File: config.mk
export PLATFORM = sky130hd
export DESIGN_NAME = csr_file
export DESIGN_NICKNAME = d
export VERILOG_FILES = /design/src/rv_isa_pkg.sv /design/src/rv_pipe_pkg.sv /design/src/csr_file.sv
export VERILOG_INCLUDE_DIRS = /design/src
export SDC_FILE = /design/constraint.sdc
export NUM_CORES = 1
export LEC_CHECK = 0
export ABC_AREA = 1
export BUFFER_PORTS_ARGS = -buffer_cell sky130_fd_sc_hd__buf_2
export CAP_MARGIN = 25
export CORE_MARGIN = 2
export CORE_UTILIZATION = 53
export CTS_CLUSTER_SIZE = 12
export DETAILED_ROUTE_END_ITERATION = 10
export GPL_TIMING_DRIVEN = 0
export MAX_ROUTING_LAYER = met4
export PLACE_DENSITY = 0.9
export SETUP_SLACK_MARGIN = 0.02
export SYNTH_ARGS = -nofsm -noshare
export SYNTH_HDL_FRONTEND = slang
export SYNTH_SLANG_ARGS = --single-unit
File: constraint.sdc
create_clock -name clk -period 2.6 [get_ports clk]
set_clock_uncertainty 0.1 [all_clocks]
set_input_delay 0.78 -clock clk [delete_from_list [all_inputs] [get_ports clk]]
set_output_delay 0.78 -clock clk [all_outputs]
set_load 0.005 [all_outputs]
File: src/rv_macros.svh
`ifndef RV_MACROS_SVH
`define RV_MACROS_SVH

// Datapath width
`define XLEN 32

// Architectural register count
`define REG_NUM 32

// Data memory depth in 32-bit words (1 KiB)
`define DMEM_WORDS 256

// Machine-mode CSR addresses
`define CSR_MSCRATCH 12'h340
`define CSR_MTVEC    12'h305
`define CSR_MEPC     12'h341

`endif

File: src/rv_isa_pkg.sv
`include "rv_macros.svh"

package rv_isa_pkg;

    typedef logic [`XLEN-1:0] word_t;
    typedef logic [4:0]       reg_addr_t;
    typedef logic [11:0]      csr_addr_t;

    // Source of the value written to rd
    typedef enum logic [2:0] {
        RD_WRB_ALU    = 3'd0,
        RD_WRB_INC_PC = 3'd1,
        RD_WRB_DMEM   = 3'd2,
        RD_WRB_CSR    = 3'd3,
        RD_WRB_M_ALU  = 3'd4
    } rd_wrb_sel_e;

    // Load and store operations
    typedef enum logic [3:0] {
        MEM_NONE = 4'd0,
        LB       = 4'd1,
        LH       = 4'd2,
        LW       = 4'd3,
        LBU      = 4'd4,
        LHU      = 4'd5,
        SB       = 4'd6,
        SH       = 4'd7,
        SW       = 4'd8
    } mem_op_e;

    typedef enum logic [1:0] {
        CSR_NONE = 2'd0,
        CSR_RW   = 2'd1,
        CSR_RS   = 2'd2,
        CSR_RC   = 2'd3
    } csr_op_e;

    typedef enum logic [2:0] {
        MUL_NONE = 3'd0,
        MUL      = 3'd1,
        MULH     = 3'd2,
        MULHSU   = 3'd3,
        MULHU    = 3'd4
    } mul_op_e;

endpackage : rv_isa_pkg

File: src/rv_pipe_pkg.sv
package rv_pipe_pkg;

    import rv_isa_pkg::*;

    // Already-executed operation entering the memory stage
    typedef struct packed {
        logic        valid;
        word_t       alu_result;
        word_t       pc_next;
        reg_addr_t   rd_addr;
        logic        rd_wr_req;
        rd_wrb_sel_e rd_wrb_sel;
        mem_op_e     mem_op;
        word_t       store_data;
        csr_op_e     csr_op;
        csr_addr_t   csr_addr;
        word_t       csr_wdata;
        mul_op_e     mul_op;
        word_t       mul_a;
        word_t       mul_b;
    } type_exe2lsu_s;

    typedef struct packed {
        word_t     alu_result;
        word_t     pc_next;
        word_t     r_data;
        reg_addr_t rd_addr;
    } type_lsu2wrb_data_s;

    typedef struct packed {
        logic        rd_wr_req;
        rd_wrb_sel_e rd_wrb_sel;
    } type_lsu2wrb_ctrl_s;

    typedef struct packed {
        word_t csr_rdata;
    } type_csr2wrb_data_s;

    typedef struct packed {
        word_t alu_m_result;
    } type_mul2wrb_s;

    // Register file write request
    typedef struct packed {
        word_t     rd_data;
        reg_addr_t rd_addr;
        logic      rd_wr_req;
    } type_wrb2id_fb_s;

    typedef struct packed {
        reg_addr_t rd_addr;
        logic      rd_wr_req;
    } type_wrb2fwd_s;

    // Memory-stage destination that is ready only when its value is already known
    typedef struct packed {
        reg_addr_t rd_addr;
        logic      rd_wr_req;
        word_t     rd_data;
        logic      ready;
    } type_lsu2fwd_s;

endpackage : rv_pipe_pkg

File: src/csr_file.sv
`include "rv_macros.svh"

module csr_file (
    input  logic                                clk,
    input  logic                                rst_n_i,
    input  wire rv_pipe_pkg::type_exe2lsu_s     exe2lsu_i,
    output rv_pipe_pkg::type_csr2wrb_data_s     csr2wrb_data_o
);

    import rv_isa_pkg::*;

    csr_op_e   op_q;
    csr_addr_t addr_q;
    word_t     wdata_q;

    word_t     mscratch;
    word_t     mtvec;
    word_t     mepc;

    word_t     old_val;
    word_t     new_val;
    logic      addr_hit;

    always_ff @(posedge clk) begin
        if (!rst_n_i) begin
            op_q <= CSR_NONE;
        end else begin
            op_q <= exe2lsu_i.valid ? exe2lsu_i.csr_op : CSR_NONE;
        end
        addr_q  <= exe2lsu_i.csr_addr;
        wdata_q <= exe2lsu_i.csr_wdata;
    end

    // Unknown addresses read as zero
    always_comb begin
        addr_hit = 1'b1;
        case (addr_q)
            `CSR_MSCRATCH: old_val = mscratch;
            `CSR_MTVEC:    old_val = mtvec;
            `CSR_MEPC:     old_val = mepc;
            default: begin
                old_val  = '0;
                addr_hit = 1'b0;
            end
        endcase
    end

    always_comb begin
        case (op_q)
            CSR_RS:  new_val = old_val | wdata_q;
            CSR_RC:  new_val = old_val & ~wdata_q;
            default: new_val = wdata_q;
        endcase
    end

    always_ff @(posedge clk) begin
        if (!rst_n_i) begin
            mscratch <= '0;
            mtvec    <= '0;
            mepc     <= '0;
        end else if (op_q != CSR_NONE && addr_hit) begin
            case (addr_q)
                `CSR_MSCRATCH: mscratch <= new_val;
                `CSR_MTVEC:    mtvec    <= new_val;
                default:       mepc     <= new_val;
            endcase
        end
        csr2wrb_data_o.csr_rdata <= old_val;
    end

endmodule : csr_file

==> results of run 1 <==
[logic make-up after synthesis]
logic type      after synthesis  share of synthesized area, %
compound gates               32                          2.27
simple gates                614                          36.4
flops                       174                          49.3
buf+inv                     199                          12.1
[through the flow]
stage	hold WS (ns)	power [mW]	instance area, sq um	worst slack [ns]	utilization, %
global route	0.330	5.68	8300	0.400	63.2
global placement	0.393	2.94	7690	0.530	58.5
finish	0.346	5.51	8300	0.605	63.2
CTS	0.333	5.53	8300	0.608	63.2
detailed placement	0.406	2.95	7690	0.492	58.5
floorplan	0.376	2.87	7070	0.978	-
[per-layer routing]
layer  GRT usage [%]  vias up
li1                -     3294
met1            30.9     2973
met2            41.2      261
met3            6.18       50
met4            14.6        0
met5               -        -
[state kept, by name, indices dropped and copies added, names as in the netlist]
signal / count
addr_q: 12
csr2wrb_data_o: 32
mepc: 32
mscratch: 32
mtvec: 32
op_q: 2
wdata_q: 32
[worst reg2reg max path, cell delays in order (launching register included)]
cell and delay (ns):
dfxtp_1 0.31, inv_1 0.07, nand2_1 0.12, nor2_2 0.32, inv_2 0.05, nor2_1 0.12, nand4_2 0.20, inv_2 0.18
buf_4 0.22, nand3_1 0.12, nand2_1 0.08, inv_1 0.03
[cell usage in the layout, fill, tap and decap left out, drive strengths merged]
| master | instances |
|---|---|
| and3 | 2 |
| nand2 | 270 |
| nand4 | 1 |
| inv | 146 |
| nor2 | 175 |
| clkinv | 5 |
| clkinvlp | 1 |
| bufinv | 3 |
| buf | 117 |
| a21oi | 32 |
| or2 | 1 |
| clkbuf | 39 |
| dfxtp | 174 |
| nand3 | 165 |
[cells in the mapped netlist (all sizes together)]
master	n	area (sq um)
nand2	270	1010
nor2	175	672
dfxtp	174	3480
nand3	165	856
inv	146	548
buf	37	244
a21oi	32	160
clkbuf	16	60.1
and3	2	12.5
nand4	1	12.5
or2	1	6.26
[where the power goes]
| group | switching [mW] | internal [mW] | total (mW) |
|---|---|---|---|
| clock network | 1.03 | 1.59 | 2.62 |
| registers | 0.0221 | 2.70 | 2.73 |
| logic | 0.115 | 0.0534 | 0.168 |
| total | 1.17 | 4.35 | 5.51 |
[worst min-delay path by stage]
stage | start | to | slack [ns] | cells past startpoint
after CTS | exe2lsu_i[75] | wdata_q[8] | 0.33 | 1
after global routing | exe2lsu_i[70] | wdata_q[3] | 0.33 | 1
after floorplan | mtvec[0] | csr2wrb_data_o[0] | 0.38 | 2
after global placement | mtvec[20] | csr2wrb_data_o[20] | 0.39 | 2
after detailed placement | mscratch[16] | mscratch[16] | 0.41 | 4
final | exe2lsu_i[89] | wdata_q[22] | 0.35 | 1
[area by class of cell]
| cell class | instances | area [sq um] |
|---|---|---|
| Sequential cell | 174 | 3480 |
| Clock inverter | 9 | 134 |
| Inverter | 146 | 548 |
| Timing Repair Buffer | 80 | 400 |
| Clock buffer | 23 | 478 |
| Buffer | 53 | 304 |
| Multi-Input combinational cell | 646 | 2730 |
| Tap cell | 176 | 220 |
| Fill cell | 1149 | 4840 |
==> reports/results.ini, run 1 <==
[sta]
hold_viol_final = 0
worstMarginPinSlew_ns = 0.642
setup_viol_count_final = 0
rsz0062_at_grt = no
relSlewSlack_pct = 57.2
fin_crit_sh_pct = 76.7
finalSetupTns_ns = 0
slew_violations = 0
fmax_mhz = 501
fin_crit_ns = 2.00

[floorplanning]
dieArea_sq_mm = 0.0143
die_height_microns = 119
design.core.area_sq_mm = 0.0131
die_w_microns = 119
row_count = 42
io_pins = 257
start_util_pct = 53.8

[min_path]
hold_path_class = in -> reg

[critical_path]
crit_buf_inv = 5
crit_fanout = 10
reg2reg_slack_ns = 0.60
crit_chain = inv_1, nand2_1, nor2_2, inv_2, nor2_1, nand4_2, inv_2, buf_4, nand3_1, nand2_1, inv_1
critical-path-slowest-cell = nor2_2
crit_cells = 11
crit_arrival_ns = 2.23
r2r-start = addr_q[3]
worstSetupEndpointType = flop
worstPathRequired_ns = 2.83
reg2regPathDepth = 11
crit_type = reg -> reg
slowest_delay_ns = 0.32
crit_path_start_kind = flop
path_delay_family = simple AND/OR/NAND/NOR gates
rr_endpoint = mepc[30]
setup.worst_path.start = addr_q[3]
cp-endpoint = mepc[30]

[clock_network]
insertion_delay_ns = 0.43
h-tree-depth = 4
clockBufferDepth = 2
cts_root_buf = clkbuf_16
hold_buffers = 0
path_clk_slew_ns = 0.06
cts_tree = built
postCtsResizedCells = 0
cts_setup_buffers = 0
cts_buffers = 17
cts_sinks = 174

[run]
maxCapViolations = 0

[yosys]
ys_seq_elements = 174
yosysWarnings = 0
synth_cell_types = 19
synth.avg_cell_area_sq_um = 6.94
synthCells = 1019
syn_area_sq_mm = 0.00707
syn_nets = 1244
synth-seq-area-share_pct = 49.3

[power_and_ir_drop]
pwr_density_cell_mw_per_mm2 = 664
irDropWorstVdd_mv = 0.469
p_leak_nw = 4.21

[placed_design]
hpwlAfterDp_microns = 11400
portBuffers = 80
place_inst = 1275
place.gp.congestion = 0.905

[drt]
vias = 6578
drc = 0
drt_pass1_iterations = 5
drtIter0Drc = 730
wl_met1_microns = 7450
via_per_inst = 5.03
dr_wl_met3_microns = 1390
ant_nets = 0
routedWlPerCell_microns = 13.7
highest_layer = met4
wl_met2_microns = 8480
wirelength_microns = 17900

[layout]
n_antenna_cell = 0
stdcell_count = 1307
area_growth_pct = 17.4
nets = 1343
drive_above_1_share_pct = 13.6

[global_route]
grt_overflow_total = 0
grt_pass1_wl_microns = 28500
antenna_found_initial = 0
grt_max_degree = 17
grt_use_total_pct = 26.2
first_global_vias = 6073

[run_status]
status = finished, final reports clean

Power figures use the tool's default switching activity.
==> run 2: changes to the inputs <==
- CORE_UTILIZATION: 53 -> 50
- PLACE_DENSITY: 0.9 -> 0.86
- clock period: 2.6 -> 2 ns (I/O delays scaled with it)
==> run 2 against run 1 <==
Compared with the run above: sequential power increased by 30%; power is 22% higher; utilization fell by 3.3 points; clock-buffer cell count shrank 3; sequential share of layout area up 0.11 points; routed wire length shrank 1.3%; largest cell class unchanged; highest routed layer unchanged.
==> reports/results.ini, run 2 (synthesized netlist as in run 1, its figures left out) <==
[power_and_ir_drop]
pwr_density_cell_mw_per_mm2 = 813  ; was 664 mW/mm^2
p_leak_nw = 4.19  ; was 4.21 nW
p_int_mw = 5.22  ; was 4.35 mW
pwr-share-clk_pct = 44.1  ; was 47.5%
seq_power_share_pct = 52.6  ; was 49.4%
irDropWorstVdd_mv = 0.569  ; was 0.469 mV
combPwrFrac_pct = 3.3  ; was 3.1%
p_sw_share_pct = 22.6  ; was 21.1%
switchingPower_mw = 1.52  ; was 1.17 mW

[run]
maxCapViolations = 0  ; unchanged

[drt]
routedWlPerCell_microns = 13.5  ; was 13.7 microns
drtIter0Drc = 579  ; was 730
vias = 6509  ; was 6578
via_per_inst = 4.96  ; was 5.03
drc = 0  ; unchanged
ant_nets = 0  ; unchanged
drt_pass1_iterations = 6  ; was 5
wirelength_microns = 17700  ; was 17900 microns

[sta]
setup_viol_count_final = 0  ; unchanged
fmax_mhz = 534  ; was 501 MHz
relSlewSlack_pct = 59.3  ; was 57.2%
fin_crit_ns = 1.87  ; was 2.00 ns
rsz0062_at_grt = yes  ; was no
fin_crit_sh_pct = 93.7  ; was 76.7%
hold_viol_final = 0  ; unchanged
worstMarginPinSlew_ns = 0.610  ; was 0.642 ns
slew_violations = 0  ; unchanged

[critical_path]
slowest_delay_ns = 0.32  ; about the same
crit_chain = inv_1, nand2_1, nor2_4, inv_2, nor2_1, nand4_2, inv_2, buf_4, nand3_1, nand2_1, inv_1  ; was inv_1, nand2_1, nor2_2, inv_2, nor2_1, nand4_2, inv_2, buf_4, nand3_1, nand2_1, inv_1
crit_fanout = 10  ; unchanged
crit_path_start_kind = flop  ; unchanged
worstPathRequired_ns = 2.24  ; was 2.83 ns
crit_type = reg -> reg  ; unchanged
crit_arrival_ns = 2.12  ; was 2.23 ns
critical-path-slowest-cell = dfxtp_1  ; was nor2_2
reg2regPathDepth = 11  ; unchanged
worstSetupEndpointType = flop  ; unchanged

[floorplanning]
die_height_microns = 123  ; was 119 microns
dieArea_sq_mm = 0.0151  ; was 0.0143 sq mm
start_util_pct = 51.1  ; was 53.8%
io_pins = 257  ; unchanged
design.core.area_sq_mm = 0.0138  ; was 0.0131 sq mm
die_w_microns = 123  ; was 119 microns
row_count = 43  ; was 42

[clock_network]
clockBufferDepth = 2  ; unchanged
cts_buffers = 17  ; unchanged
h-tree-depth = 4  ; unchanged
hold_buffers = 0  ; unchanged
cts_root_buf = clkbuf_16  ; unchanged
cts_sinks = 174  ; unchanged
insertion_delay_ns = 0.44  ; was 0.43 ns
cts_tree = built  ; unchanged
path_clk_slew_ns = 0.07  ; was 0.06 ns

[global_route]
grt_overflow_total = 0  ; unchanged
grt_pass1_wl_microns = 28500  ; about the same
grtUsageMet2_pct = 37.8  ; was 41.2%
grt_use_total_pct = 25.3  ; was 26.2%
first_global_vias = 6041  ; was 6073
grt_max_degree = 17  ; unchanged
met3_usage_pct = 5.40  ; was 6.18%
antenna_found_initial = 0  ; unchanged
busiest_layer = met2  ; unchanged
grtUsageMet1_pct = 32.8  ; was 30.9%

[min_path]
holdPathStages = 1  ; unchanged
hold_path_class = in -> reg  ; unchanged

[run_status]
status = finished, final reports clean  ; unchanged

[placed_design]
place.gp.congestion = 0.897  ; was 0.905
portBuffers = 80  ; unchanged
place_area_sq_mm = 0.00769  ; about the same
hpwlAfterDp_microns = 11600  ; was 11400 microns

[layout]
finish.utilization_pct = 59.9  ; was 63.2%
final_cell_mix = nand2_1 (270), dfxtp_1 (174), nor2_1 (170), nand3_1 (161), inv_1 (143)  ; was nand2_1 (270), dfxtp_1 (174), nor2_1 (171), nand3_1 (162), inv_1 (143)
area_growth_pct = 17.1  ; was 17.4%
nets = 1346  ; was 1343
drive_above_1_share_pct = 14.2  ; was 13.6%
nFillCells = 1259  ; was 1149
n_antenna_cell = 0  ; unchanged
final_common_cell = nand2_1  ; unchanged
design_area_sq_mm = 0.00828  ; was 0.00830 sq mm

[run 2: cell count changes in the layout (fill, tap and decap cells not counted), moves of 3 or more]
cell        delta
clkinvlp_4     +4
bufinv_16      -3
buf_2          -3
nor2_4         +3
clkinv_4       -3
clkbuf_1       -4
[run 2: cell type report]
type                       instances  area [sq um]  area share, %
sequential                       174          3480           42.1
clock inverter                    10          66.3          0.801
multi-input combinational        646          2760           33.3
clock buffer                      20           457           5.52
buffer                            52           314           3.79
timing repair buffer              84           430           5.20
tap                              180           225           2.72
inverter                         146           548           6.62
[run 2: final timing paths]
| path | slack, ns | to | start |
|---|---|---|---|
| worst max-delay path | 0.13 | mepc[30] | addr_q[2] |
| worst min-delay path | 0.16 | wdata_q[23] | exe2lsu_i[90] |
| worst max register to register | 0.13 | mepc[30] | addr_q[2] |
| worst min register to register | 0.42 | mtvec[23] | mtvec[23] |
[run 2: routing by layer]
metal  part of all wire, %  wire (microns)
met1                    44            7700
met2                    45            7960
met3                   8.8            1560
met4                   2.6             468
met5                     0               0
[run 2: what timing repair did]
| action | in CTS | in global routing |
|---|---|---|
| setup buffers | 0 | 4 |
| resized for setup | 2 | 10 |
| setup endpoints to repair | 3 | 94 |
| pin swaps | 0 | 2 |
[run 2: worst max-delay path: cells and delay by family, from the launching register on]
family                 cells  cell delay [ns]
flip-flops                 1             0.32
buffers and inverters      5             0.54
AND/OR/NAND/NOR            6             0.83
[run 2: stage by stage]
step	power, mW	setup WS [ns]	cells	hold WS, ns	setup TNS, ns
6_report	6.73	0.126	1312	0.160	0
5_1_grt	6.96	-0.0216	1312	0.150	-0.0754
4_1_cts	6.76	0.0466	1309	0.148	0
3_5_place_dp	3.83	0.0633	1279	0.406	0
3_3_place_gp	3.83	0.0885	1279	0.402	0
2_1_floorplan	3.73	0.448	1019	0.376	0
[run 2: power by group through the flow]
stage / combinational, mW / clock (mW) / sequential [mW]
4_1_cts: 0.215 / 3.00 / 3.54
2_1_floorplan: 0.120 / 0 / 3.61
5_1_grt: 0.246 / 3.17 / 3.55
6_report: 0.220 / 2.97 / 3.54
3_3_place_gp: 0.208 / 0 / 3.62
3_5_place_dp: 0.212 / 0 / 3.62
==> run 3: changes to the inputs <==
- GPL_TIMING_DRIVEN: 0 -> not set
==> run 3 against run 2 <==
Compared with the run above: die area unchanged; largest power group unchanged; maximum frequency is 2.3% higher; critical path depth fell by 2; critical endpoint is now mscratch[0]; flip-flop and latch count unchanged; largest cell class unchanged.
==> reports/results.ini, run 3 (synthesized netlist as in run 1, its figures left out) <==
[clock_network]
cts_root_buf = clkbuf_16  ; unchanged
h-tree-depth = 4  ; unchanged
cts_sinks = 174  ; unchanged
cts_setup_buffers = 0  ; unchanged
path_clk_slew_ns = 0.06  ; was 0.07 ns
insertion_delay_ns = 0.42  ; was 0.44 ns
cts_tree = built  ; unchanged
clockBufferDepth = 2  ; unchanged
hold_buffers = 0  ; unchanged
cts_buffers = 17  ; unchanged

[layout]
nets = 1316  ; was 1346
area_growth_pct = 16.0  ; was 17.1%
final_cell_mix = nand2_1 (270), dfxtp_1 (174), nor2_1 (170), nand3_1 (162), inv_1 (143)  ; was nand2_1 (270), dfxtp_1 (174), nor2_1 (170), nand3_1 (161), inv_1 (143)
drive_above_1_share_pct = 13.1  ; was 14.2%
n_antenna_cell = 0  ; unchanged
final_common_cell = nand2_1  ; unchanged
nFillCells = 1229  ; was 1259
finish.utilization_pct = 59.3  ; was 59.9%

[power_and_ir_drop]
p_leak_nw = 4.15  ; was 4.19 nW
irDropWorstVdd_mv = 0.641  ; was 0.569 mV
pwr_density_cell_mw_per_mm2 = 839  ; was 813 mW/mm^2

[sta]
fmax_mhz = 546  ; was 534 MHz
finalSetupTns_ns = 0  ; unchanged
worstMarginPinSlew_ns = 0.391  ; was 0.610 ns
rsz0062_at_grt = no  ; was yes
setup_viol_count_final = 0  ; unchanged
slew_violations = 0  ; unchanged
fin_crit_sh_pct = 91.6  ; was 93.7%
hold_viol_final = 0  ; unchanged
relSlewSlack_pct = 73.9  ; was 59.3%
fin_crit_ns = 1.83  ; was 1.87 ns

[placed_design]
hpwlAfterDp_microns = 10200  ; was 11600 microns
portBuffers = 80  ; unchanged
place.gp.congestion = 0.812  ; was 0.897

[global_route]
first_global_vias = 5739  ; was 6041
grt_overflow_total = 0  ; unchanged
antenna_found_initial = 0  ; unchanged
grt_max_degree = 39  ; was 17
grt_pass1_wl_microns = 26700  ; was 28500 microns
grt_use_total_pct = 23.6  ; was 25.3%

[critical_path]
worstSetupEndpointType = flop  ; unchanged
crit_arrival_ns = 2.08  ; was 2.12 ns
slowest_delay_ns = 0.35  ; was 0.32 ns
crit_type = reg -> reg  ; unchanged
worstPathRequired_ns = 2.25  ; was 2.24 ns
critical-path-slowest-cell = buf_4  ; was dfxtp_1
crit_chain = or2_1, nor2_4, buf_4, nand3_1, nand3_1, nand2_1, nand2_1, nor2_1, nor2_1  ; was inv_1, nand2_1, nor2_4, inv_2, nor2_1, nand4_2, inv_2, buf_4, nand3_1, nand2_1, inv_1
crit_fanout = 25  ; was 10
crit_buf_inv = 1  ; was 5
path_delay_family = simple AND/OR/NAND/NOR gates  ; unchanged
crit_path_start_kind = flop  ; unchanged

[floorplanning]
start_util_pct = 51.1  ; unchanged
io_pins = 257  ; unchanged
dieArea_sq_mm = 0.0151  ; unchanged
die_w_microns = 123  ; unchanged
design.core.area_sq_mm = 0.0138  ; unchanged
row_count = 43  ; unchanged
die_height_microns = 123  ; unchanged

[drt]
via_per_inst = 4.87  ; was 4.96
routedWlPerCell_microns = 12.8  ; was 13.5 microns
drtIter0Drc = 648  ; was 579
vias = 6237  ; was 6509
drt_pass1_iterations = 5  ; was 6
wirelength_microns = 16400  ; was 17700 microns
drc = 0  ; unchanged
ant_nets = 0  ; unchanged

[min_path]
hold_path_class = in -> reg  ; unchanged

[run_status]
status = finished, final reports clean  ; unchanged

[run]
maxCapViolations = 0  ; unchanged

## run 3: worst reg2reg max path: stages, from the launching register on
cell and delay (ns):
dfxtp_1 0.32, or2_1 0.24, nor2_4 0.11, buf_4 0.35, nand3_1 0.14, nand3_1 0.14
nand2_1 0.09, nand2_1 0.09, nor2_1 0.05, nor2_1 0.13
## run 3: final cells by class
| class | count | area [sq um] | share of cell area [%] |
|---|---|---|---|
| flip-flops and latches | 174 | 3480 | 42.5 |
| multi-input cells | 646 | 2750 | 33.5 |
| repair buffers | 106 | 644 | 7.86 |
| inverters | 146 | 548 | 6.68 |
| clock buffers | 22 | 454 | 5.54 |
| well taps | 180 | 225 | 2.75 |
| clock inverters | 8 | 92.6 | 1.13 |
## run 3: path summary, 6_finish.rpt
| kind | start | end | slack [ns] | cells past startpoint |
|---|---|---|---|---|
| worst max-delay path | addr_q[0] | mscratch[0] | 0.17 | 9 |
| worst min-delay path | exe2lsu_i[83] | wdata_q[16] | 0.17 | 1 |
| worst max register to register | addr_q[0] | mscratch[0] | 0.17 | 9 |
| worst min register to register | mtvec[25] | mtvec[25] | 0.42 | 4 |
## run 3: power breakdown
group | internal [mW] | switching (mW)
clock network | 1.84 | 1.27
registers | 3.52 | 0.0307
logic | 0.0755 | 0.142
total | 5.44 | 1.45
## run 3: per-stage QoR
stage	instance area (sq um)	cells	worst slack, ns	power [mW]	hold slack (ns)
6_report	8200	1282	0.168	6.88	0.172
3_3_place_gp	7640	1252	0.221	3.83	0.402
2_1_floorplan	7070	1019	0.448	3.73	0.376
5_1_grt	8200	1282	0.0226	7.11	0.155
4_1_cts	8190	1282	0.115	6.94	0.160
3_5_place_dp	7640	1252	0.157	3.84	0.404
## run 3: timing repair
action	in CTS	in global routing
hold endpoints to repair	0	0
setup endpoints to repair	0	19
gates resized for setup	0	3
## run 3: per-layer routing
layer | GRT usage, % | share of wire (%) | wire length [microns] | vias up
met3 | 5.95 | 7.8 | 1270 | 29
met5 | - | 0 | 0 | -
met2 | 35.5 | 45 | 7450 | 218
met4 | 10.3 | 2.1 | 342 | 0
li1 | - | - | - | 3239
met1 | 30.0 | 45 | 7320 | 2751
