===== src/rv_macros.svh =====
`ifndef RV_MACROS_SVH
`define RV_MACROS_SVH

// Datapath width
`define XLEN 32

// Architectural register count
`define REG_NUM 32

// Data memory depth in 32-bit words (1 KiB)
`define DMEM_WORDS 256

// Machine-mode CSR addresses
`define CSR_MSCRATCH 12'h340
`define CSR_MTVEC    12'h305
`define CSR_MEPC     12'h341

`endif


===== src/rv_isa_pkg.sv =====
`include "rv_macros.svh"

package rv_isa_pkg;

    typedef logic [`XLEN-1:0] word_t;
    typedef logic [4:0]       reg_addr_t;
    typedef logic [11:0]      csr_addr_t;

    // Source of the value written to rd
    typedef enum logic [2:0] {
        RD_WRB_ALU    = 3'd0,
        RD_WRB_INC_PC = 3'd1,
        RD_WRB_DMEM   = 3'd2,
        RD_WRB_CSR    = 3'd3,
        RD_WRB_M_ALU  = 3'd4
    } rd_wrb_sel_e;

    // Load and store operations
    typedef enum logic [3:0] {
        MEM_NONE = 4'd0,
        LB       = 4'd1,
        LH       = 4'd2,
        LW       = 4'd3,
        LBU      = 4'd4,
        LHU      = 4'd5,
        SB       = 4'd6,
        SH       = 4'd7,
        SW       = 4'd8
    } mem_op_e;

    typedef enum logic [1:0] {
        CSR_NONE = 2'd0,
        CSR_RW   = 2'd1,
        CSR_RS   = 2'd2,
        CSR_RC   = 2'd3
    } csr_op_e;

    typedef enum logic [2:0] {
        MUL_NONE = 3'd0,
        MUL      = 3'd1,
        MULH     = 3'd2,
        MULHSU   = 3'd3,
        MULHU    = 3'd4
    } mul_op_e;

endpackage : rv_isa_pkg


===== src/rv_pipe_pkg.sv =====
package rv_pipe_pkg;

    import rv_isa_pkg::*;

    // Already-executed operation entering the memory stage
    typedef struct packed {
        logic        valid;
        word_t       alu_result;
        word_t       pc_next;
        reg_addr_t   rd_addr;
        logic        rd_wr_req;
        rd_wrb_sel_e rd_wrb_sel;
        mem_op_e     mem_op;
        word_t       store_data;
        csr_op_e     csr_op;
        csr_addr_t   csr_addr;
        word_t       csr_wdata;
        mul_op_e     mul_op;
        word_t       mul_a;
        word_t       mul_b;
    } type_exe2lsu_s;

    typedef struct packed {
        word_t     alu_result;
        word_t     pc_next;
        word_t     r_data;
        reg_addr_t rd_addr;
    } type_lsu2wrb_data_s;

    typedef struct packed {
        logic        rd_wr_req;
        rd_wrb_sel_e rd_wrb_sel;
    } type_lsu2wrb_ctrl_s;

    typedef struct packed {
        word_t csr_rdata;
    } type_csr2wrb_data_s;

    typedef struct packed {
        word_t alu_m_result;
    } type_mul2wrb_s;

    // Register file write request
    typedef struct packed {
        word_t     rd_data;
        reg_addr_t rd_addr;
        logic      rd_wr_req;
    } type_wrb2id_fb_s;

    typedef struct packed {
        reg_addr_t rd_addr;
        logic      rd_wr_req;
    } type_wrb2fwd_s;

    // Memory-stage destination that is ready only when its value is already known
    typedef struct packed {
        reg_addr_t rd_addr;
        logic      rd_wr_req;
        word_t     rd_data;
        logic      ready;
    } type_lsu2fwd_s;

endpackage : rv_pipe_pkg


===== src/writeback.sv =====
module writeback (
    input  wire rv_pipe_pkg::type_lsu2wrb_data_s lsu2wrb_data_i,
    input  wire rv_pipe_pkg::type_lsu2wrb_ctrl_s lsu2wrb_ctrl_i,
    input  wire rv_pipe_pkg::type_csr2wrb_data_s csr2wrb_data_i,
    input  wire rv_pipe_pkg::type_mul2wrb_s      mul2wrb_i,
    output rv_pipe_pkg::type_wrb2id_fb_s         wrb2id_fb_o,
    output rv_isa_pkg::word_t                    wrb2exe_fb_rd_data_o,
    output rv_pipe_pkg::type_wrb2fwd_s           wrb2fwd_o
);

    import rv_isa_pkg::*;

    word_t rd_data;

    // Destination value from one of five sources
    always_comb begin
        case (lsu2wrb_ctrl_i.rd_wrb_sel)
            RD_WRB_ALU:    rd_data = lsu2wrb_data_i.alu_result;
            RD_WRB_INC_PC: rd_data = lsu2wrb_data_i.pc_next;
            RD_WRB_DMEM:   rd_data = lsu2wrb_data_i.r_data;
            RD_WRB_CSR:    rd_data = csr2wrb_data_i.csr_rdata;
            RD_WRB_M_ALU:  rd_data = mul2wrb_i.alu_m_result;
            default:       rd_data = '0;
        endcase
    end

    assign wrb2id_fb_o.rd_data   = rd_data;
    assign wrb2id_fb_o.rd_addr   = lsu2wrb_data_i.rd_addr;
    assign wrb2id_fb_o.rd_wr_req = lsu2wrb_ctrl_i.rd_wr_req;

    assign wrb2exe_fb_rd_data_o  = rd_data;

    assign wrb2fwd_o.rd_addr     = lsu2wrb_data_i.rd_addr;
    assign wrb2fwd_o.rd_wr_req   = lsu2wrb_ctrl_i.rd_wr_req;

endmodule : writeback


===== config.mk =====
export PLATFORM = sky130hd
export DESIGN_NAME = writeback
export DESIGN_NICKNAME = d
export VERILOG_FILES = /design/src/rv_isa_pkg.sv /design/src/rv_pipe_pkg.sv /design/src/writeback.sv
export VERILOG_INCLUDE_DIRS = /design/src
export SDC_FILE = /design/constraint.sdc
export NUM_CORES = 1
export LEC_CHECK = 0
export ABC_AREA = 1
export BUFFER_PORTS_ARGS = -buffer_cell sky130_fd_sc_hd__buf_2
export CAP_MARGIN = 20
export CORE_AREA = 2 2 95 97
export DETAILED_ROUTE_END_ITERATION = 16
export DIE_AREA = 0 0 97 99
export GPL_ROUTABILITY_DRIVEN = 0
export PLACE_DENSITY = 0.6
export SLEW_MARGIN = 20
export SYNTH_ARGS = -nofsm -noshare
export SYNTH_HDL_FRONTEND = slang
export SYNTH_SLANG_ARGS = --single-unit

===== constraint.sdc =====
create_clock -name vclk -period 1.1
set_input_delay 0.11 -clock vclk [all_inputs]
set_output_delay 0.11 -clock vclk [all_outputs]
set_load 0.02 [all_outputs]

==> results of run 1 <==
[area by class of cell]
cell class	count	area, um2
Timing Repair Buffer	269	2270
Multi-Input combinational cell	293	1670
Tap cell	108	135
Inverter	3	18.8
Fill cell	839	4460
[cells in the mapped netlist]
master                     instances  share of area
sky130_fd_sc_hd__buf_6             7          0.042
sky130_fd_sc_hd__nand3_1          95           0.25
sky130_fd_sc_hd__nand4_1          32           0.11
sky130_fd_sc_hd__buf_1             1         0.0020
sky130_fd_sc_hd__nor2_2            2         0.0067
sky130_fd_sc_hd__buf_2            13          0.035
sky130_fd_sc_hd__nor2_1           33          0.066
sky130_fd_sc_hd__nand2_1         130           0.26
sky130_fd_sc_hd__inv_2             1         0.0020
sky130_fd_sc_hd__buf_4            52           0.21
sky130_fd_sc_hd__nor2_4            1         0.0060
sky130_fd_sc_hd__clkbuf_1          5          0.010
sky130_fd_sc_hd__inv_1             2         0.0040
[stage by stage]
stage / worst slack [ps] / TNS [ps] / std cells / util
CTS: -143 / -6740 / 666 / 0.437
global placement: -150 / -6370 / 646 / 0.338
finish: -100 / -4220 / 673 / 0.479
detailed placement: -169 / -7770 / 646 / 0.338
floorplan: -8.23 / -163 / 374 / -
global route: -160 / -7570 / 673 / 0.479
[report_power, final]
| group | switching (W) | leakage [nW] | internal (W) |
|---|---|---|---|
| sequential | 0 | 0 | 0 |
| combinational | 0.00105 | 2.21 | 0.00103 |
| clock | 0 | 0 | 0 |
[cells by family (layout without fill, tap and decap cells)]
| family | Yosys count | in the layout | share of synthesized area |
|---|---|---|---|
| and+or+nand+nor | 293 | 293 | 0.698 |
| buffers and inverters | 81 | 272 | 0.302 |
[how the worst min path moves through the flow]
stage | to | slack (ps) | cells past startpoint
CTS | wrb2fwd_o[4] | 220 | 0
finish | wrb2fwd_o[5] | 220 | 0
floorplan | wrb2fwd_o[0] | 330 | 1
detailed placement | wrb2fwd_o[4] | 220 | 0
global placement | wrb2fwd_o[4] | 220 | 0
global route | wrb2fwd_o[5] | 220 | 0
[what timing repair did]
action / 4_1_cts / 5_1_grt
gates resized for setup: 142 / 77
buffers inserted: 12 / 6
hold endpoints to repair: 0 / 0
pin swaps: 33 / 28
endpoints found under the setup margin: 64 / 64
cloned: 8 / 6
[per-layer routing]
layer  GRT usage  routed length, um
met1       0.211               4060
met3      0.0284                861
met2       0.368               5910
met5           0                  0
met4      0.0650                390
==> metrics.md, run 1 <==
| Metric | Value |
|---|---|
| Critical path launch point | lsu2wrb_ctrl_i[0] |
| Number of warnings printed during yosys synthesis | 0 |
| Cell count along the critical path | 9 |
| Portion of the clock cycle consumed by the worst path in the final layout | 1.09 |
| Setup repair after global routing missed its margin | true |
| Flip-flop and latch area | 0 um2 |
| All-Layer GR Usage | 0.190 |
| Detailed-router iteration count before antenna repair | 4 |
| Detailed router's first-iteration violation count | 139 |
| Worst path max stage delay | 160 ps |
| Ratio of total power to cell area | 509 mW/mm2 |
| Worst min-delay path category | in -> out |
| Detailed-placement wirelength estimate | 6.52 mm |
| Row count | 34 |
| Worst setup path end | wrb2id_fb_o[9] |
| Layout clock buffers | 0 |
| Result of the run | finished, violations left |
| Largest net degree at the start of global routing | 33 |
| Mapped Area | 0.00188 mm2 |
| Cell repeated most along the worst path | sky130_fd_sc_hd__buf_12 |
| Most used cells in the layout excluding fill and tap cells | sky130_fd_sc_hd__buf_2 (160), sky130_fd_sc_hd__nand2_1 (83), sky130_fd_sc_hd__nand3_1 (62), sky130_fd_sc_hd__buf_6 (58), sky130_fd_sc_hd__nand2_2 (44) |
| Path type of the worst setup path | in -> out |
| Buffers added on ports | 227 |
| Die span in x | 97 um |
| Cell-by-cell listing of the critical path | buf_12 -> nor2_4 -> buf_12 -> buf_12 -> nand3_1 -> nand2_1 -> nor2_1 -> nand2_2 -> buf_4 |
| Synth-to-Final Area Change | 118% |
| Post-route minimum period | 1200 ps |
| Static power due to leakage | 2.21 nW |
| Startpoint of the worst hold path | lsu2wrb_data_i[4] |
| Endpoint required time on the critical path | 990 ps |
| Wire length of the first global-routing pass | 15.3 mm |
| Net count of the mapped netlist | 543 |
| Slew Viols, Final | 0 |
| Total setup violations reported at the end of the flow | 64 |
| Slew Limit Headroom | 0.860 |
| Maximum fanout count along the critical path | 8 |
| Count of antenna-violating nets left after detailed routing | 0 |
| Via count | 3,381 |
| Average via count per standard cell | 5.02 |
| Signal arrival time at the worst endpoint | 1090 ps |
| Summed area of non-filler cells in the final layout | 0.00410 mm2 |
| GRT Residual Overflow | 0 |
| Sequential cell area fraction in the yosys report | 0 |
| Number of DRC violations after detailed routing | 0 |
| Cell with the largest stage delay on the worst path | sky130_fd_sc_hd__buf_12 |
| Post-synthesis area per instance | 5.02 um2 |
| Violations in the final reports | negative setup slack |
| Worst path buffer plus inverter count | 4 |
| Number of global-route vias before repair | 3,278 |
| Average wire per standard cell | 16.7 um |
| Highest clock rate | 833 MHz |
| Die footprint | 0.00960 mm2 |
| Most frequent standard cell in the layout excluding fill and tap cells | sky130_fd_sc_hd__buf_2 |
| Cell area after placement | 0.00289 mm2 |
| Total Nets Final | 736 |
| Type of origin of the critical path | primary input |
| Hold_ws | 220 ps |
| Peak supply drop | 0.268 mV |
| Post-synthesis cell count | 374 |
| Total power consumption of the routed design | 0.00208 W |
| # hold bufs at CTS | 0 |
| Die Y-Extent | 99 um |
| Final wirelength | 11.2 mm |
| Starting utilization of the core area | 0.220 |
| Placeable core area | 0.00855 mm2 |
| Number of library cell types mapped by synthesis | 13 |
| FFs & Latches | 0 |
| Worst slew pin tran | 209 ps |
| Number of top-level pins | 245 |
| Max capacitance violation total | 0 |
| Top delay family on crit path | buffers and inverters |
| Number of antenna violations at the first check in global routing | 0 |
| Endpoint kind of the worst setup timing path | output port |
| Number of diodes added for antenna fixing | 0 |
| Slack of the critical path | -100 ps |
| Final Hold Fails | 0 |
| Share of final-layout standard cells stronger than drive strength 1 | 0.653 |
No activity file was read; power rests on OpenSTA's default activity.
==> inputs of run 2 (changes only) <==
Settings changed: TNS_END_PERCENT set to 10.
==> run 2 against run 1 <==
Against the previous run: count of clock-buffer cells in the layout unchanged; final cell count decreased by 3.4%; maximum frequency is 4.2% lower; wire length decreased by 18%; global-route usage is 2.1 points lower; core utilization shrank 11 points; non-clock buffer count decreased by 23; design area fell by 22%; combinational power decreased by 21%; critical path type unchanged; critical path depth did not move; the flow still finishes with violations (negative setup slack); first-iteration DRC count is 23% lower.
==> metrics.md, run 2 (synthesis gave the netlist of run 1 again) <==
| Metric | Value |
|---|---|
| Slack of the critical path | -153 ps (was -100 ps) |
| Worst slew pin tran | 231 ps (was 209 ps) |
| Starting utilization of the core area | 0.220 (unchanged) |
| Die Y-Extent | 99 um (unchanged) |
| Summed area of non-filler cells in the final layout | 0.00319 mm2 (was 0.00410 mm2) |
| Number of DRC violations after detailed routing | 0 (unchanged) |
| Signal arrival time at the worst endpoint | 1140 ps (was 1090 ps) |
| Highest clock rate | 798 MHz (was 833 MHz) |
| Average via count per standard cell | 4.88 (was 5.02) |
| Type of origin of the critical path | primary input (unchanged) |
| Synth-to-Final Area Change | 69.6% (was 118%) |
| P_sw | 0.000898 W (was 0.00105 W) |
| Most used cells in the layout excluding fill and tap cells | sky130_fd_sc_hd__buf_2 (169), sky130_fd_sc_hd__nand2_1 (98), sky130_fd_sc_hd__nand3_1 (92), sky130_fd_sc_hd__buf_4 (45) (was sky130_fd_sc_hd__buf_2 (160), sky130_fd_sc_hd__nand2_1 (83), sky130_fd_sc_hd__nand3_1 (62), sky130_fd_sc_hd__buf_6 (58), sky130_fd_sc_hd__nand2_2 (44)) |
| Flip-flop and latch area | 0 um2 (unchanged) |
| Layout clock buffers | 0 (unchanged) |
| Critical path launch point | lsu2wrb_ctrl_i[2] (was lsu2wrb_ctrl_i[0]) |
| Most frequent standard cell in the layout excluding fill and tap cells | sky130_fd_sc_hd__buf_2 (unchanged) |
| Total Nets Final | 713 (was 736) |
| Ratio of total power to cell area | 516 mW/mm2 (was 509 mW/mm2) |
| Slew Limit Headroom | 0.846 (was 0.860) |
| Detailed router's first-iteration violation count | 107 (was 139) |
| Total setup violations reported at the end of the flow | 64 (unchanged) |
| Internal power contribution | 0.000747 W (was 0.00103 W) |
| Buffers added on ports | 227 (unchanged) |
| Sequential power share | 0 (about the same) |
| Setup repair after global routing missed its margin | true (unchanged) |
| Accumulated negative setup slack | -7100 ps (was -4220 ps) |
| Peak supply drop | 0.212 mV (was 0.268 mV) |
| Static power due to leakage | 1.90 nW (was 2.21 nW) |
| Switching power as a share of total power | 0.546 (was 0.506) |
| Largest net degree at the start of global routing | 39 (was 33) |
| FFs & Latches | 0 (unchanged) |
| Number of diodes added for antenna fixing | 0 (unchanged) |
| Detailed-router iteration count before antenna repair | 4 (unchanged) |
| Startpoint of the worst hold path | lsu2wrb_data_i[3] (was lsu2wrb_data_i[4]) |
| Final wirelength | 9.15 mm (was 11.2 mm) |
| Logic gate share of total power | 1.000 (about the same) |
| Post-route minimum period | 1250 ps (was 1200 ps) |
| Number of antenna violations at the first check in global routing | 0 (unchanged) |
| Number of global-route vias before repair | 3,082 (was 3,278) |
| Detailed-placement wirelength estimate | 6.91 mm (was 6.52 mm) |
| Share of final-layout standard cells stronger than drive strength 1 | 0.528 (was 0.653) |
| Result of the run | finished, violations left (unchanged) |
| Maximum fanout count along the critical path | 17 (was 8) |
| Post-route insts no fill | 650 (was 673) |
| Max capacitance violation total | 0 (unchanged) |
| Path type of the worst setup path | in -> out (unchanged) |
| Via count | 3,170 (was 3,381) |
| Cell area after placement | 0.00288 mm2 (was 0.00289 mm2) |
| Violations in the final reports | negative setup slack (unchanged) |
| Endpoint required time on the critical path | 990 ps (about the same) |
| Portion of the clock cycle consumed by the worst path in the final layout | 1.14 (was 1.09) |
| Average wire per standard cell | 14.1 um (was 16.7 um) |
| GRT Residual Overflow | 0 (unchanged) |
| Clock Power Share | 0 (about the same) |
| Number of top-level pins | 245 (unchanged) |
| Endpoint kind of the worst setup timing path | output port (unchanged) |
| Slew Viols, Final | 0 (unchanged) |
| Count of antenna-violating nets left after detailed routing | 0 (unchanged) |
| Worst min-delay path category | in -> out (unchanged) |
| Row count | 34 (unchanged) |
| Fillcell total | 936 (was 839) |
| Final Hold Fails | 0 (unchanged) |
| Placeable core area | 0.00855 mm2 (unchanged) |
| Die span in x | 97 um (unchanged) |
| All-Layer GR Usage | 0.169 (was 0.190) |
| Wire length of the first global-routing pass | 14.0 mm (was 15.3 mm) |
| Dpl cells | 648 (was 646) |
| Die footprint | 0.00960 mm2 (unchanged) |
==> run 2: power groups by stage <==
| stage | Sequential, W | Clock [W] | Combinational [W] |
|---|---|---|---|
| finish | 0 | 0 | 0.00164 |
| global route | 0 | 0 | 0.00176 |
| CTS | 0 | 0 | 0.00157 |
| detailed placement | 0 | 0 | 0.00141 |
| global placement | 0 | 0 | 0.00141 |
| floorplan | 0 | 0 | 0.00112 |
==> run 2: worst max-delay path, cell delays in order <==
cell and delay [ps]:
sky130_fd_sc_hd__buf_2 130, sky130_fd_sc_hd__buf_4 150, sky130_fd_sc_hd__nor2_4 150, sky130_fd_sc_hd__buf_12 170, sky130_fd_sc_hd__nand3_1 80, sky130_fd_sc_hd__nand2_1 70
sky130_fd_sc_hd__nor2_1 50, sky130_fd_sc_hd__nand2_2 80, sky130_fd_sc_hd__buf_4 140
==> run 2: worst paths after layout <==
path	endpoint	slack, ps	cells after the start
setup / recovery	wrb2id_fb_o[20]	-150	9
hold / removal	wrb2fwd_o[4]	220	0
==> run 2: per-layer routing <==
metal	global-route usage	vias up	routed length, um	part of all wire
met4	0.0433	0	204	0.022
met1	0.193	1448	3420	0.37
met5	0	-	0	0
met2	0.334	162	4860	0.53
li1	-	1543	-	-
met3	0.0163	17	678	0.074
==> run 2: final cells by class <==
cell class | count | area, um2 | share of cell area
tap | 108 | 135 | 0.0424
multi-input combinational | 293 | 1420 | 0.445
inverter | 3 | 11.3 | 0.00353
timing repair buffer | 246 | 1620 | 0.509
==> run 2: what timing repair did <==
action                                  CTS  global route
pin swaps                                 1             7
hold buffers                              0             0
gates resized for setup                  59            35
endpoints found under the setup margin   64            64
buffers inserted                          2             0
gates cloned                              1             0
==> run 2: per-stage QoR <==
step | total power, W | worst slack (ps) | utilization | hold WS (ps)
global placement | 0.00141 | -203 | 0.336 | 220
floorplan | 0.00112 | -8.23 | - | 333
finish | 0.00164 | -153 | 0.373 | 220
detailed placement | 0.00141 | -190 | 0.336 | 220
global route | 0.00176 | -212 | 0.373 | 220
CTS | 0.00157 | -151 | 0.362 | 220
==> inputs of run 3 (changes only) <==
Settings changed: SETUP_SLACK_MARGIN set to 0.15.
==> run 3 against run 2 <==
Against the previous run: the flow still finishes with violations (negative setup slack); design area grew 13%; worst hold slack is essentially flat; first-iteration DRC count grew 26%; wire length grew 4.6%; non-clock buffer count grew 14; core utilization grew 5.0 points; sequential cell count is the same; combinational power grew 13%; maximum frequency grew 3.8%.
==> metrics.md, run 3 (synthesis gave the netlist of run 1 again) <==
| Metric | Value |
|---|---|
| Detailed router's first-iteration violation count | 135 (was 107) |
| Flip-flop and latch area | 0 um2 (unchanged) |
| Startpoint of the worst hold path | lsu2wrb_data_i[4] (was lsu2wrb_data_i[3]) |
| Post-route minimum period | 1210 ps (was 1250 ps) |
| Worst slew pin tran | 333 ps (was 231 ps) |
| Slack of the critical path | -107 ps (was -153 ps) |
| Slew Limit Headroom | 0.778 (was 0.846) |
| GRT Residual Overflow | 0 (unchanged) |
| Endpoint required time on the critical path | 990 ps (about the same) |
| Most frequent standard cell in the layout excluding fill and tap cells | sky130_fd_sc_hd__buf_2 (unchanged) |
| Die Y-Extent | 99 um (unchanged) |
| Ratio of total power to cell area | 512 mW/mm2 (was 516 mW/mm2) |
| Average via count per standard cell | 4.86 (was 4.88) |
| Result of the run | finished, violations left (unchanged) |
| Most used cells in the layout excluding fill and tap cells | sky130_fd_sc_hd__buf_2 (160), sky130_fd_sc_hd__nand2_1 (90), sky130_fd_sc_hd__nand3_1 (87), sky130_fd_sc_hd__buf_6 (47), sky130_fd_sc_hd__nand2_2 (39) (was sky130_fd_sc_hd__buf_2 (169), sky130_fd_sc_hd__nand2_1 (98), sky130_fd_sc_hd__nand3_1 (92), sky130_fd_sc_hd__buf_4 (45)) |
| Wire length of the first global-routing pass | 14.3 mm (was 14.0 mm) |
| Post-route insts no fill | 664 (was 650) |
| Peak supply drop | 0.229 mV (was 0.212 mV) |
| Row count | 34 (unchanged) |
| Total setup violations reported at the end of the flow | 64 (unchanged) |
| Starting utilization of the core area | 0.220 (unchanged) |
| # hold bufs at CTS | 0 (unchanged) |
| Maximum fanout count along the critical path | 8 (was 17) |
| Average wire per standard cell | 14.4 um (was 14.1 um) |
| Fillcell total | 941 (was 936) |
| Detailed-placement wirelength estimate | 6.67 mm (was 6.91 mm) |
| Number of diodes added for antenna fixing | 0 (unchanged) |
| Slew Viols, Final | 0 (unchanged) |
| Layout clock buffers | 0 (unchanged) |
| Violations in the final reports | negative setup slack (unchanged) |
| Synth-to-Final Area Change | 92.3% (was 69.6%) |
| Count of antenna-violating nets left after detailed routing | 0 (unchanged) |
| Total Nets Final | 727 (was 713) |
| Setup WS pre-CTS | -158 ps (was -190 ps) |
| Number of top-level pins | 245 (unchanged) |
| All-Layer GR Usage | 0.174 (was 0.169) |
| Final wirelength | 9.58 mm (was 9.15 mm) |
| Accumulated negative setup slack | -3670 ps (was -7100 ps) |
| Portion of the clock cycle consumed by the worst path in the final layout | 1.10 (was 1.14) |
| Static power due to leakage | 2.07 nW (was 1.90 nW) |
| Placeable core area | 0.00855 mm2 (unchanged) |
| Path type of the worst setup path | in -> out (unchanged) |
| Worst min-delay path category | in -> out (unchanged) |
| Critical path launch point | lsu2wrb_ctrl_i[1] (was lsu2wrb_ctrl_i[2]) |
| Setup repair after global routing missed its margin | true (unchanged) |
| Number of antenna violations at the first check in global routing | 0 (unchanged) |
| Endpoint kind of the worst setup timing path | output port (unchanged) |
| Dpl cells | 650 (was 648) |
| Highest clock rate | 828 MHz (was 798 MHz) |
| Detailed-router iteration count before antenna repair | 4 (unchanged) |
| FFs & Latches | 0 (unchanged) |
| Die span in x | 97 um (unchanged) |
| Largest net degree at the start of global routing | 36 (was 39) |
| Signal arrival time at the worst endpoint | 1100 ps (was 1140 ps) |
| Final Hold Fails | 0 (unchanged) |
| Max capacitance violation total | 0 (unchanged) |
| Die footprint | 0.00960 mm2 (unchanged) |
| Buffers added on ports | 227 (unchanged) |
| Type of origin of the critical path | primary input (unchanged) |
| Via count | 3,230 (was 3,170) |
| Share of final-layout standard cells stronger than drive strength 1 | 0.576 (was 0.528) |
| Number of DRC violations after detailed routing | 0 (unchanged) |
| Number of global-route vias before repair | 3,145 (was 3,082) |
| Final core utilization | 0.423 (was 0.373) |
run 3: cell count changes in the layout (fill, tap and decap cells not counted), sizes merged:
| cell | delta |
|---|---|
| buf | +13 |
| clkbuf | +1 |
run 3: layout make-up:
| cell class | count | area [um2] | area share |
|---|---|---|---|
| Timing Repair Buffer | 260 | 1980 | 0.548 |
| Multi-Input combinational cell | 293 | 1480 | 0.410 |
| Tap cell | 108 | 135 | 0.0374 |
| Inverter | 3 | 16.3 | 0.00450 |
run 3: metrics by stage:
stage	hold WS [ps]	cell area, um2	total power (W)
floorplan	333	2100	0.00112
global placement	220	2880	0.00139
detailed placement	220	2880	0.00140
CTS	220	3380	0.00171
global route	220	3610	0.00197
finish	220	3610	0.00185
run 3: critical path, cell delays in order:
cell and delay (ps):
sky130_fd_sc_hd__buf_12 110, sky130_fd_sc_hd__nor2_4 170, sky130_fd_sc_hd__buf_6 160, sky130_fd_sc_hd__buf_16 140, sky130_fd_sc_hd__nand3_2 70, sky130_fd_sc_hd__nand2_2 90
sky130_fd_sc_hd__nor2_2 40, sky130_fd_sc_hd__nand2_2 70, sky130_fd_sc_hd__buf_6 120
run 3: metal layers:
metal  vias up  track usage  part of all wire
met1      1449        0.195              0.36
met3        23       0.0142             0.080
met4         0       0.0455             0.025
met2       186        0.350              0.54
li1       1572            -                 -
met5         -            0                 0
run 3: final timing paths:
kind | to | slack (ps) | cells past startpoint
setup / recovery | wrb2exe_fb_rd_data_o[0] | -110 | 9
hold / removal | wrb2fwd_o[5] | 220 | 0
run 3: repair_timing:
action | CTS | global route
setup endpoints to repair | 64 | 64
gates resized for setup | 106 | 55
pin swaps | 9 | 26
gates cloned | 6 | 1
buffers inserted | 5 | 2
run 3: where the power goes:
part / leakage [nW] / total (W) / internal [W] / switching [W]
Clock: 0 / 0 / 0 / 0
Sequential: 0 / 0 / 0 / 0
Combinational: 2.07 / 0.00185 / 0.000899 / 0.000953
